File: src/design/drp_pkg.sv
package drp_pkg;

    ////////////////////////////////////////
    // port count and bus widths
    ////////////////////////////////////////

    localparam int NUM_SI   = 3;                  // slave ports, 0 has top priority
    localparam int ADDR_W   = 12;                 // DRP address width
    localparam int DATA_W   = 16;                 // DRP data width
    localparam int SI_IDX_W = 2;                  // wide enough for NUM_SI

    ////////////////////////////////////////
    // vector types
    ////////////////////////////////////////

    // register address on the DRP bus
    typedef logic [ADDR_W-1:0] drp_addr_t;

    // one DRP data word, read or write
    typedef logic [DATA_W-1:0] drp_data_t;

    // index of a slave port
    typedef logic [SI_IDX_W-1:0] si_idx_t;

    ////////////////////////////////////////
    // arbiter FSM
    ////////////////////////////////////////

    // IDLE  -> pick lowest pending port
    // ISSUE -> drive the master port for one cycle
    // WAIT  -> hold until target ready
    typedef enum logic [1:0] {
        ARB_IDLE  = 2'd0,
        ARB_ISSUE = 2'd1,
        ARB_WAIT  = 2'd2
    } arb_state_t;

endpackage

File: src/design/drp_req_if.sv
interface drp_req_if
    import drp_pkg::*;
();

    // slot -> arbiter
    logic      pending;
    logic      we;
    drp_addr_t addr;
    drp_data_t data;

    // arbiter -> slot, single-cycle
    logic      fetch;

    modport slot (
        output pending,
        output we,
        output addr,
        output data,
        input  fetch
    );

    modport arbiter (
        input  pending,
        input  we,
        input  addr,
        input  data,
        output fetch
    );

endinterface

File: src/design/drp_req_slot.sv
module drp_req_slot
    import drp_pkg::*;
(
    input  logic      drp_clk_i,
    input  logic      drp_resetn_i,

    // DRP master side of this port
    input  logic      drpen_i,
    input  logic      drpwe_i,
    input  drp_addr_t drpaddr_i,
    input  drp_data_t drpdi_i,

    // captured request towards the arbiter
    drp_req_if.slot   req
);

    logic      pending_q;
    logic      we_q;
    drp_addr_t addr_q;
    drp_data_t data_q;

    ////////////////////////////////////////
    // pending flag
    ////////////////////////////////////////

    // new enable beats a fetch on the same edge
    always_ff @(posedge drp_clk_i) begin
        if (!drp_resetn_i) begin
            pending_q <= 1'b0;
        end else if (drpen_i) begin
            pending_q <= 1'b1;
        end else if (req.fetch) begin
            pending_q <= 1'b0;
        end
    end

    ////////////////////////////////////////
    // request payload
    ////////////////////////////////////////

    always_ff @(posedge drp_clk_i) begin
        if (drpen_i) begin
            we_q   <= drpwe_i;
            addr_q <= drpaddr_i;
            data_q <= drpdi_i;                    // only meaningful on writes
        end
    end

    assign req.pending = pending_q;
    assign req.we      = we_q;
    assign req.addr    = addr_q;
    assign req.data    = data_q;

endmodule

File: src/design/drp_arbiter.sv
module drp_arbiter
    import drp_pkg::*;
(
    input  logic                    drp_clk_i,
    input  logic                    drp_resetn_i,

    // captured requests, one per slave port
    drp_req_if.arbiter              req [NUM_SI],

    // master port towards the DRP target
    output logic                    m_drpen_o,
    output logic                    m_drpwe_o,
    output drp_addr_t               m_drpaddr_o,
    output drp_data_t               m_drpdi_o,
    input  logic                    m_drprdy_i,
    input  drp_data_t               m_drpdo_i,

    // responses back to the slave ports
    output logic       [NUM_SI-1:0] s_drprdy_o,
    output drp_data_t  [NUM_SI-1:0] s_drpdo_o
);

    arb_state_t        state_q;
    si_idx_t           grant_q;
    si_idx_t           pick;
    logic              any_pend;

    logic [NUM_SI-1:0] pend_vec;
    logic [NUM_SI-1:0] we_vec;
    drp_addr_t         addr_vec [NUM_SI];
    drp_data_t         data_vec [NUM_SI];

    logic [NUM_SI-1:0] fetch_q;
    logic              m_en_q;
    logic              m_we_q;
    drp_addr_t         m_addr_q;
    drp_data_t         m_data_q;

    ////////////////////////////////////////
    // per-port gather and response routing
    ////////////////////////////////////////

    for (genvar g = 0; g < NUM_SI; g++) begin : g_port
        logic sel;

        assign pend_vec[g]  = req[g].pending;
        assign we_vec[g]    = req[g].we;
        assign addr_vec[g]  = req[g].addr;
        assign data_vec[g]  = req[g].data;
        assign req[g].fetch = fetch_q[g];

        // granted and waiting on the target
        assign sel = (state_q == ARB_WAIT) && (grant_q == si_idx_t'(g));

        assign s_drprdy_o[g] = sel & m_drprdy_i;
        assign s_drpdo_o[g]  = sel ? m_drpdo_i : '0;   // others see zero
    end

    // fixed priority, lowest index wins
    always_comb begin
        any_pend = |pend_vec;
        pick     = '0;
        for (int i = NUM_SI - 1; i >= 0; i--) begin
            if (pend_vec[i]) begin
                pick = si_idx_t'(i);
            end
        end
    end

    ////////////////////////////////////////
    // grant FSM
    ////////////////////////////////////////

    always_ff @(posedge drp_clk_i) begin
        if (!drp_resetn_i) begin
            state_q <= ARB_IDLE;
            grant_q <= '0;
            fetch_q <= '0;
            m_en_q  <= 1'b0;
            m_we_q  <= 1'b0;
        end else begin
            // single-cycle pulses by default
            fetch_q <= '0;
            m_en_q  <= 1'b0;
            m_we_q  <= 1'b0;

            case (state_q)
                ARB_IDLE: begin
                    if (any_pend) begin
                        grant_q <= pick;
                        state_q <= ARB_ISSUE;
                    end
                end

                ARB_ISSUE: begin
                    m_en_q           <= 1'b1;
                    m_we_q           <= we_vec[grant_q];
                    fetch_q[grant_q] <= 1'b1;          // slot drops pending next edge
                    state_q          <= ARB_WAIT;
                end

                ARB_WAIT: begin
                    if (m_drprdy_i) begin
                        state_q <= ARB_IDLE;
                    end
                end

                default: begin
                    state_q <= ARB_IDLE;
                end
            endcase
        end
    end

    ////////////////////////////////////////
    // master payload
    ////////////////////////////////////////

    // zero outside the issue cycle
    always_ff @(posedge drp_clk_i) begin
        if (state_q == ARB_ISSUE) begin
            m_addr_q <= addr_vec[grant_q];
            m_data_q <= data_vec[grant_q];
        end else begin
            m_addr_q <= '0;
            m_data_q <= '0;
        end
    end

    assign m_drpen_o   = m_en_q;
    assign m_drpwe_o   = m_we_q;
    assign m_drpaddr_o = m_addr_q;
    assign m_drpdi_o   = m_data_q;

endmodule

File: src/design/drp_interconnect.sv
module drp_interconnect
    import drp_pkg::*;
(
    // board DRP_CLK and DRP_RESETN
    input  logic                   drp_clk_i,
    input  logic                   drp_resetn_i,

    ////////////////////////////////////////
    // slave ports, packed by port index
    ////////////////////////////////////////

    input  logic      [NUM_SI-1:0] s_drpen_i,
    input  logic      [NUM_SI-1:0] s_drpwe_i,
    input  drp_addr_t [NUM_SI-1:0] s_drpaddr_i,
    input  drp_data_t [NUM_SI-1:0] s_drpdi_i,
    output logic      [NUM_SI-1:0] s_drprdy_o,
    output drp_data_t [NUM_SI-1:0] s_drpdo_o,

    ////////////////////////////////////////
    // master port
    ////////////////////////////////////////

    output logic                   m_drpen_o,
    output logic                   m_drpwe_o,
    output drp_addr_t              m_drpaddr_o,
    output drp_data_t              m_drpdi_o,     // write data to target
    input  logic                   m_drprdy_i,
    input  drp_data_t              m_drpdo_i      // read data from target
);

    // one captured request per slave port
    drp_req_if req_if [NUM_SI] ();

    for (genvar g = 0; g < NUM_SI; g++) begin : g_slot
        drp_req_slot u_slot (
            .drp_clk_i    (drp_clk_i),
            .drp_resetn_i (drp_resetn_i),
            .drpen_i      (s_drpen_i[g]),
            .drpwe_i      (s_drpwe_i[g]),
            .drpaddr_i    (s_drpaddr_i[g]),
            .drpdi_i      (s_drpdi_i[g]),
            .req          (req_if[g])
        );
    end

    // drains the slots one at a time
    drp_arbiter u_arbiter (
        .drp_clk_i    (drp_clk_i),
        .drp_resetn_i (drp_resetn_i),
        .req          (req_if),
        .m_drpen_o    (m_drpen_o),
        .m_drpwe_o    (m_drpwe_o),
        .m_drpaddr_o  (m_drpaddr_o),
        .m_drpdi_o    (m_drpdi_o),
        .m_drprdy_i   (m_drprdy_i),
        .m_drpdo_i    (m_drpdo_i),
        .s_drprdy_o   (s_drprdy_o),
        .s_drpdo_o    (s_drpdo_o)
    );

endmodule

File: config.mk
export PLATFORM = sky130hd
export DESIGN_NAME = drp_interconnect
export DESIGN_NICKNAME = d
export VERILOG_FILES = /design/src/design/drp_pkg.sv /design/src/design/drp_req_if.sv /design/src/design/drp_req_slot.sv /design/src/design/drp_arbiter.sv /design/src/design/drp_interconnect.sv
export SDC_FILE = /design/constraint.sdc
export NUM_CORES = 1
export LEC_CHECK = 0
export BUFFER_PORTS_ARGS = -buffer_cell sky130_fd_sc_hd__buf_4
export CAP_MARGIN = 20
export CORE_UTILIZATION = 30
export CTS_CLUSTER_SIZE = 40
export DETAILED_ROUTE_END_ITERATION = 16
export MAX_ROUTING_LAYER = met4
export PLACE_DENSITY_LB_ADDON = 0.15
export SYNTH_ARGS = -nofsm -noshare
export SYNTH_HDL_FRONTEND = slang
export SYNTH_SLANG_ARGS = --single-unit
File: constraint.sdc
create_clock -name drp_clk_i -period 2.12 [get_ports drp_clk_i]
set_input_delay 0.212 -clock drp_clk_i [delete_from_list [all_inputs] [get_ports drp_clk_i]]
set_output_delay 0.212 -clock drp_clk_i [all_outputs]
set_load 0.005 [all_outputs]
==> reports/qor.txt, run 1 <==
Outcome -> finished clean
Most frequent cell after synthesis -> edfxtp_1
Max-Cap Viols -> 0
Syn Nets -> 455
Ant. Diodes -> 0
Antenna violations before repair -> 0
Initial DRC Count -> 153
Die width -> 135 um
DR vias -> 3,680
Pins Over Slew Limit -> 0
WS Path Type -> reg -> out
GPL Wtd Cong -> 0.754
Register area share after synthesis -> 0.648
Nature of the critical path startpoint -> flip-flop
CP max FO -> 22
Netlist cell types -> 29
Global route total overflow -> 0
Combinational share of power -> 0.132
Post-layout minimum cycle time -> 1.92 ns
Worst-Skew Late Latency -> 0.41 ns
Area post-placement -> 6820 um2
IO Pins -> 190
Setup Viol. Count Final -> 0
Final Util -> 0.481
Reg power frac -> 0.432
Wire per inst -> 15.0 um
Pwr dens -> 827 nW/um2
All-Layer GR Usage -> 0.152
Syn-to-layout area delta -> 57.5%
Clk sink count -> 127
Post-DP HPWL -> 8470 um
Initial Utilization -> 0.306
Net Switching -> 1.51 mW
Synth Register Bits -> 127
Mapped cell area -> 5270 um2
Sw Share -> 0.220
DRC -> 0
Largest net degree at the start of global routing -> 49
Post-CTS sizing -> 0
Fin crit share -> 0.905
Share of flip-flops with an asynchronous set or reset -> 0
First-pass GRT wire length -> 19,700 um
Vias in the first global route -> 3,803
TritonCTS clock tree -> built
Clk_skew -> 0.00683 ns
Max VDD drop -> 0.000549 V
ANT nets after route -> 0
CTS Buf Count -> 17
DR pass1 iterations -> 4
Mean Syn Cell Area -> 15.2 um2
Hold Crit Class -> in -> reg
Tot Pwr -> 6.86 mW
Clock power frac -> 0.435
Clock root buffer -> clkbuf_16
Buffers on Ports -> 189
Clock Pin Slew Worst Setup and Hold Paths -> 0.05 ns
Crit path DAT -> 1.71 ns
Final Cell Area -> 8300 um2
Synth cell count leaders -> 87 x edfxtp_1, 58 x a211oi_2, 52 x and2_1, 40 x dfxtp_1
Cell taking the most area after synthesis -> edfxtp_1
Ranking of synthesized cells by area -> edfxtp_1 50%, dfxtp_1 15%, a211oi_2 14%
Final Hold Fails -> 0
Via/cell ratio -> 4.28
Die Footprint -> 18,100 um2
Pre-CTS setup slack -> 0.594 ns
R2R depth -> 3
Internal cell power -> 5.35 mW
Synth top area share -> 0.496
Nets -> 731
RSZ-0062 raised after global routing -> no
FP Rows -> 48
Worst slew pin tran -> 0.522 ns
CTS max path bufs -> 2
Cells after Synth -> 346
Hold path depth -> 2
Total Routed Length -> 12,900 um
Worst EP required -> 1.91 ns
Post-synth EDFFs -> 87
Fmax -> 0.521 GHz
Layout cell share with drive strength beyond 1 -> 0.457
Crit end category -> output port
Setup ws final -> 0.201 ns
Die Y -> 135 um
Slew Limit Headroom -> 0.651
Leak pwr -> 3.34 nW
Predominant post-synthesis flop cell -> edfxtp_1
Setup TNS Final -> 0 ns
H-tree depth -> 4
Synth warnings -> 0
Core Area -> 17,200 um2
through the flow:
step                      std cells  hold WS (ns)
final                           860        0.0933
after global routing            860        0.0813
after CTS                       860        0.0744
after detailed placement        741         0.391
after global placement          741         0.390
after floorplan                 346         0.311
cell families after synthesis:
| family | after synthesis | synth area share |
|---|---|---|
| flops | 127 | 0.648 |
| simple gates | 127 | 0.160 |
| buf+inv | 25 | 0.0425 |
| compound gates | 67 | 0.149 |
repair_timing:
| item | CTS | global route |
|---|---|---|
| hold buffers | 87 | 0 |
| setup buffers | 0 | 0 |
| endpoints found under the hold margin | 87 | 0 |
worst paths after layout:
kind              slack, ns                                         to                              start
hold / removal         0.09          u_arbiter.state_q[1]$_SDFFE_PN0P_                       drp_resetn_i
hold reg to reg        0.54  g_slot[0].u_slot.req.pending$_SDFFE_PN0P_    u_arbiter.fetch_q[0]$_SDFF_PN0_
setup / recovery       0.20                              s_drpdo_o[11]  u_arbiter.grant_q[0]$_SDFFE_PN0P_
setup reg to reg       0.69          u_arbiter.m_drpdi_o[4]$_SDFF_PN0_  u_arbiter.grant_q[0]$_SDFFE_PN0P_
layout make-up:
cell class                      instances  area, um2
Clock inverter                         11        165
Tap cell                              225        282
Multi-Input combinational cell        194       1630
Fill cell                            1579       8940
Clock buffer                           21        440
Sequential cell                       127       3420
Inverter                                1       3.75
Timing Repair Buffer                  281       2350
power by group through the flow:
stage               Combinational [mW]  Sequential [mW]  Clock, mW
finish                           0.908             2.97       2.99
detailed placement               0.788             3.02          0
CTS                              0.922             2.97       3.05
global placement                 0.776             3.02          0
floorplan                        0.455             2.98          0
global route                     0.985             2.99       3.19
sequential cells by signal, indices dropped and copies added (netlist names):
| signal | flops |
|---|---|
| g_slot.u_slot.req.addr | 36 |
| g_slot.u_slot.req.data | 48 |
| g_slot.u_slot.req.pending | 3 |
| g_slot.u_slot.req.we | 3 |
| u_arbiter.fetch_q | 3 |
| u_arbiter.grant_q | 2 |
| u_arbiter.m_drpaddr_o | 12 |
| u_arbiter.m_drpdi_o | 16 |
| u_arbiter.m_drpen_o | 1 |
| u_arbiter.m_drpwe_o | 1 |
| u_arbiter.state_q | 2 |
layout by cell type, fill, tap and decap left out, drive strengths merged:
master / count
a211oi: 58
clkinvlp: 3
edfxtp: 87
and4b: 1
dfxtp: 40
buf: 194
clkinv: 4
nor2: 5
and3b: 1
a21oi: 1
clkbuf: 21
o311a: 1
and2b: 2
and2: 52
nor3: 2
nand2b: 33
o21ai: 3
inv: 1
a31o: 1
o21a: 3
dlygate4sd3: 87
nor2b: 30
bufinv: 4
nand3b: 1
worst max-delay path, cell delays in order, from the launching register on:
cell     delay, ns
dfxtp_4       0.46
nor3_4        0.52
and2_1        0.21
buf_4         0.11
metal layers:
layer  up-vias  GRT usage  wire (um)
met5         -          -          0
met3         9     0.0484        741
met4         0     0.0487        140
li1       1805          -          -
met1      1730      0.157       5190
met2       136      0.273       6830
Note: power is estimated with default switching activity, not from simulation.
==> run 2: changes to the inputs <==
CTS_BUF_LIST = sky130_fd_sc_hd__clkbuf_16   (was default)
PLACE_DENSITY_LB_ADDON = default   (was 0.15)
==> run 2 against run 1 <==
Compared with the run above:
- clock skew grew 0.0083 ns
- sequential power is essentially flat
- largest power group is now sequential cells
- first-iteration DRC count shrank 41%
- highest routed layer unchanged
- cell count shrank 0.12%
- register-to-register slack lost 0.15 ns
==> reports/qor.txt, run 2 (same netlist as run 1, synthesis figures left out) <==
Buffers on Ports -> 189
Via/cell ratio -> 4.33
Worst setup endpoint -> s_drpdo_o[15]
Combinational share of power -> 0.134
Net Switching -> 1.51 mW
Max reg flops -> 48
Core Area -> 17,200 um2
First-pass GRT wire length -> 19,500 um
Wire per inst -> 14.8 um
Antenna violations before repair -> 0
GPL Wtd Cong -> 0.711
Max-Cap Viols -> 0
Clock Pin Slew Worst Setup and Hold Paths -> 0.05 ns
ANT nets after route -> 0
Most frequent cells in the layout -> 191 x buf_4, 87 x edfxtp_1, 87 x dlygate4sd3_1
Setup Viol. Count Final -> 0
FP Rows -> 48
Layout Cells excl Fill -> 859
TritonCTS clock tree -> built
Final Util -> 0.481
Pwr dens -> 825 nW/um2
Layout cell share with drive strength beyond 1 -> 0.454
Tot Pwr -> 6.84 mW
Ant. Diodes -> 0
Pins Over Slew Limit -> 0
Crit path DAT -> 1.70 ns
CTS Hold Bufs -> 87
Outcome -> finished clean
Worst slew pin tran -> 0.553 ns
Clock root buffer -> clkbuf_16
Post-CTS repair timing setup buffer count -> 0
Initial DRC Count -> 90
CTS Buf Count -> 17
Post-DP HPWL -> 8070 um
R2R depth -> 4
RR Startpoint -> u_arbiter.grant_q[1]$_SDFFE_PN0P_
Reg2reg end -> u_arbiter.m_drpaddr_o[10]$_SDFF_PN0_
Largest net degree at the start of global routing -> 61
Die Y -> 135 um
Fin crit share -> 0.902
DRC -> 0
Commonest non-fill, non-tap cell in the layout -> buf_4
Flop-to-flop setup slack -> 0.54 ns
Die Footprint -> 18,100 um2
Internal cell power -> 5.33 mW
Worst-Skew Late Latency -> 0.41 ns
IO Pins -> 190
H-tree depth -> 4
Global route total overflow -> 0
Max VDD drop -> 0.000583 V
RSZ-0062 raised after global routing -> no
CP max FO -> 33
Vias in the first global route -> 3,832
Final Hold Fails -> 0
Slew Limit Headroom -> 0.631
Post-layout minimum cycle time -> 1.91 ns
Clk_skew -> 0.0152 ns
Reg power frac -> 0.433
Clock power frac -> 0.434
DR pass1 iterations -> 5
Fmax -> 0.523 GHz
Setup ws final -> 0.209 ns
Clk sink count -> 127
Setup TNS Final -> 0 ns
Die width -> 135 um
DR vias -> 3,717
Total Routed Length -> 12,700 um
Crit end category -> output port
Hold Crit Class -> in -> reg
Syn-to-layout area delta -> 57.4%
Leak pwr -> 3.35 nW
Post-CTS sizing -> 0
Worst EP required -> 1.91 ns
CTS max path bufs -> 2
Pre-CTS setup slack -> 0.525 ns
WS Path Type -> reg -> out
Nets -> 730
Crit. Startpoint -> u_arbiter.grant_q[1]$_SDFFE_PN0P_
Nature of the critical path startpoint -> flip-flop
Dpl cells -> 740
Initial Utilization -> 0.306
Sw Share -> 0.220
All-Layer GR Usage -> 0.149
==> run 2: cell type report <==
type	count	area, um2
fillers	1506	8950
repair buffers	280	2340
flip-flops and latches	127	3420
well taps	225	282
multi-input cells	194	1630
inverters	1	3.75
clock buffers	17	425
clock inverters	15	181
==> run 2: worst min-delay path by stage <==
stage | depth (start not counted) | start | slack [ns] | end
floorplan | 0 | s_drpaddr_i[0] | 0.31 | g_slot[0].u_slot.req.addr[0]$_DFFE_PP_
global placement | 1 | s_drpdi_i[27] | 0.39 | g_slot[1].u_slot.req.data[11]$_DFFE_PP_
detailed placement | 1 | s_drpdi_i[22] | 0.39 | g_slot[1].u_slot.req.data[6]$_DFFE_PP_
CTS | 2 | drp_resetn_i | 0.06 | g_slot[2].u_slot.req.pending$_SDFFE_PN0P_
global route | 2 | drp_resetn_i | 0.1 | g_slot[0].u_slot.req.pending$_SDFFE_PN0P_
finish | 2 | drp_resetn_i | 0.09 | g_slot[1].u_slot.req.pending$_SDFFE_PN0P_
==> run 2: worst max-delay path: stages, from the launching register on <==
cell	delay, ns
dfxtp_4	0.47
nor3_4	0.50
and2_1	0.21
buf_4	0.11
==> run 2: power groups by stage <==
stage / sequential [mW] / clock (mW) / combinational, mW
global route: 2.98 / 3.14 / 0.992
floorplan: 2.98 / 0 / 0.455
CTS: 2.96 / 3.04 / 0.926
detailed placement: 3.01 / 0 / 0.795
finish: 2.96 / 2.96 / 0.915
global placement: 3.01 / 0 / 0.778
==> run 2: stage by stage <==
step                hold WS, ns  instance area, um2
finish                   0.0866                8290
global route             0.0954                8290
CTS                      0.0645                8290
detailed placement        0.391                6810
global placement          0.391                6810
floorplan                 0.311                5270
==> run 2: per-layer routing <==
layer | routed length, um | track usage
met1 | 5260 | 0.159
met2 | 6540 | 0.265
met3 | 782 | 0.0424
met4 | 159 | 0.0487
met5 | 0 | -
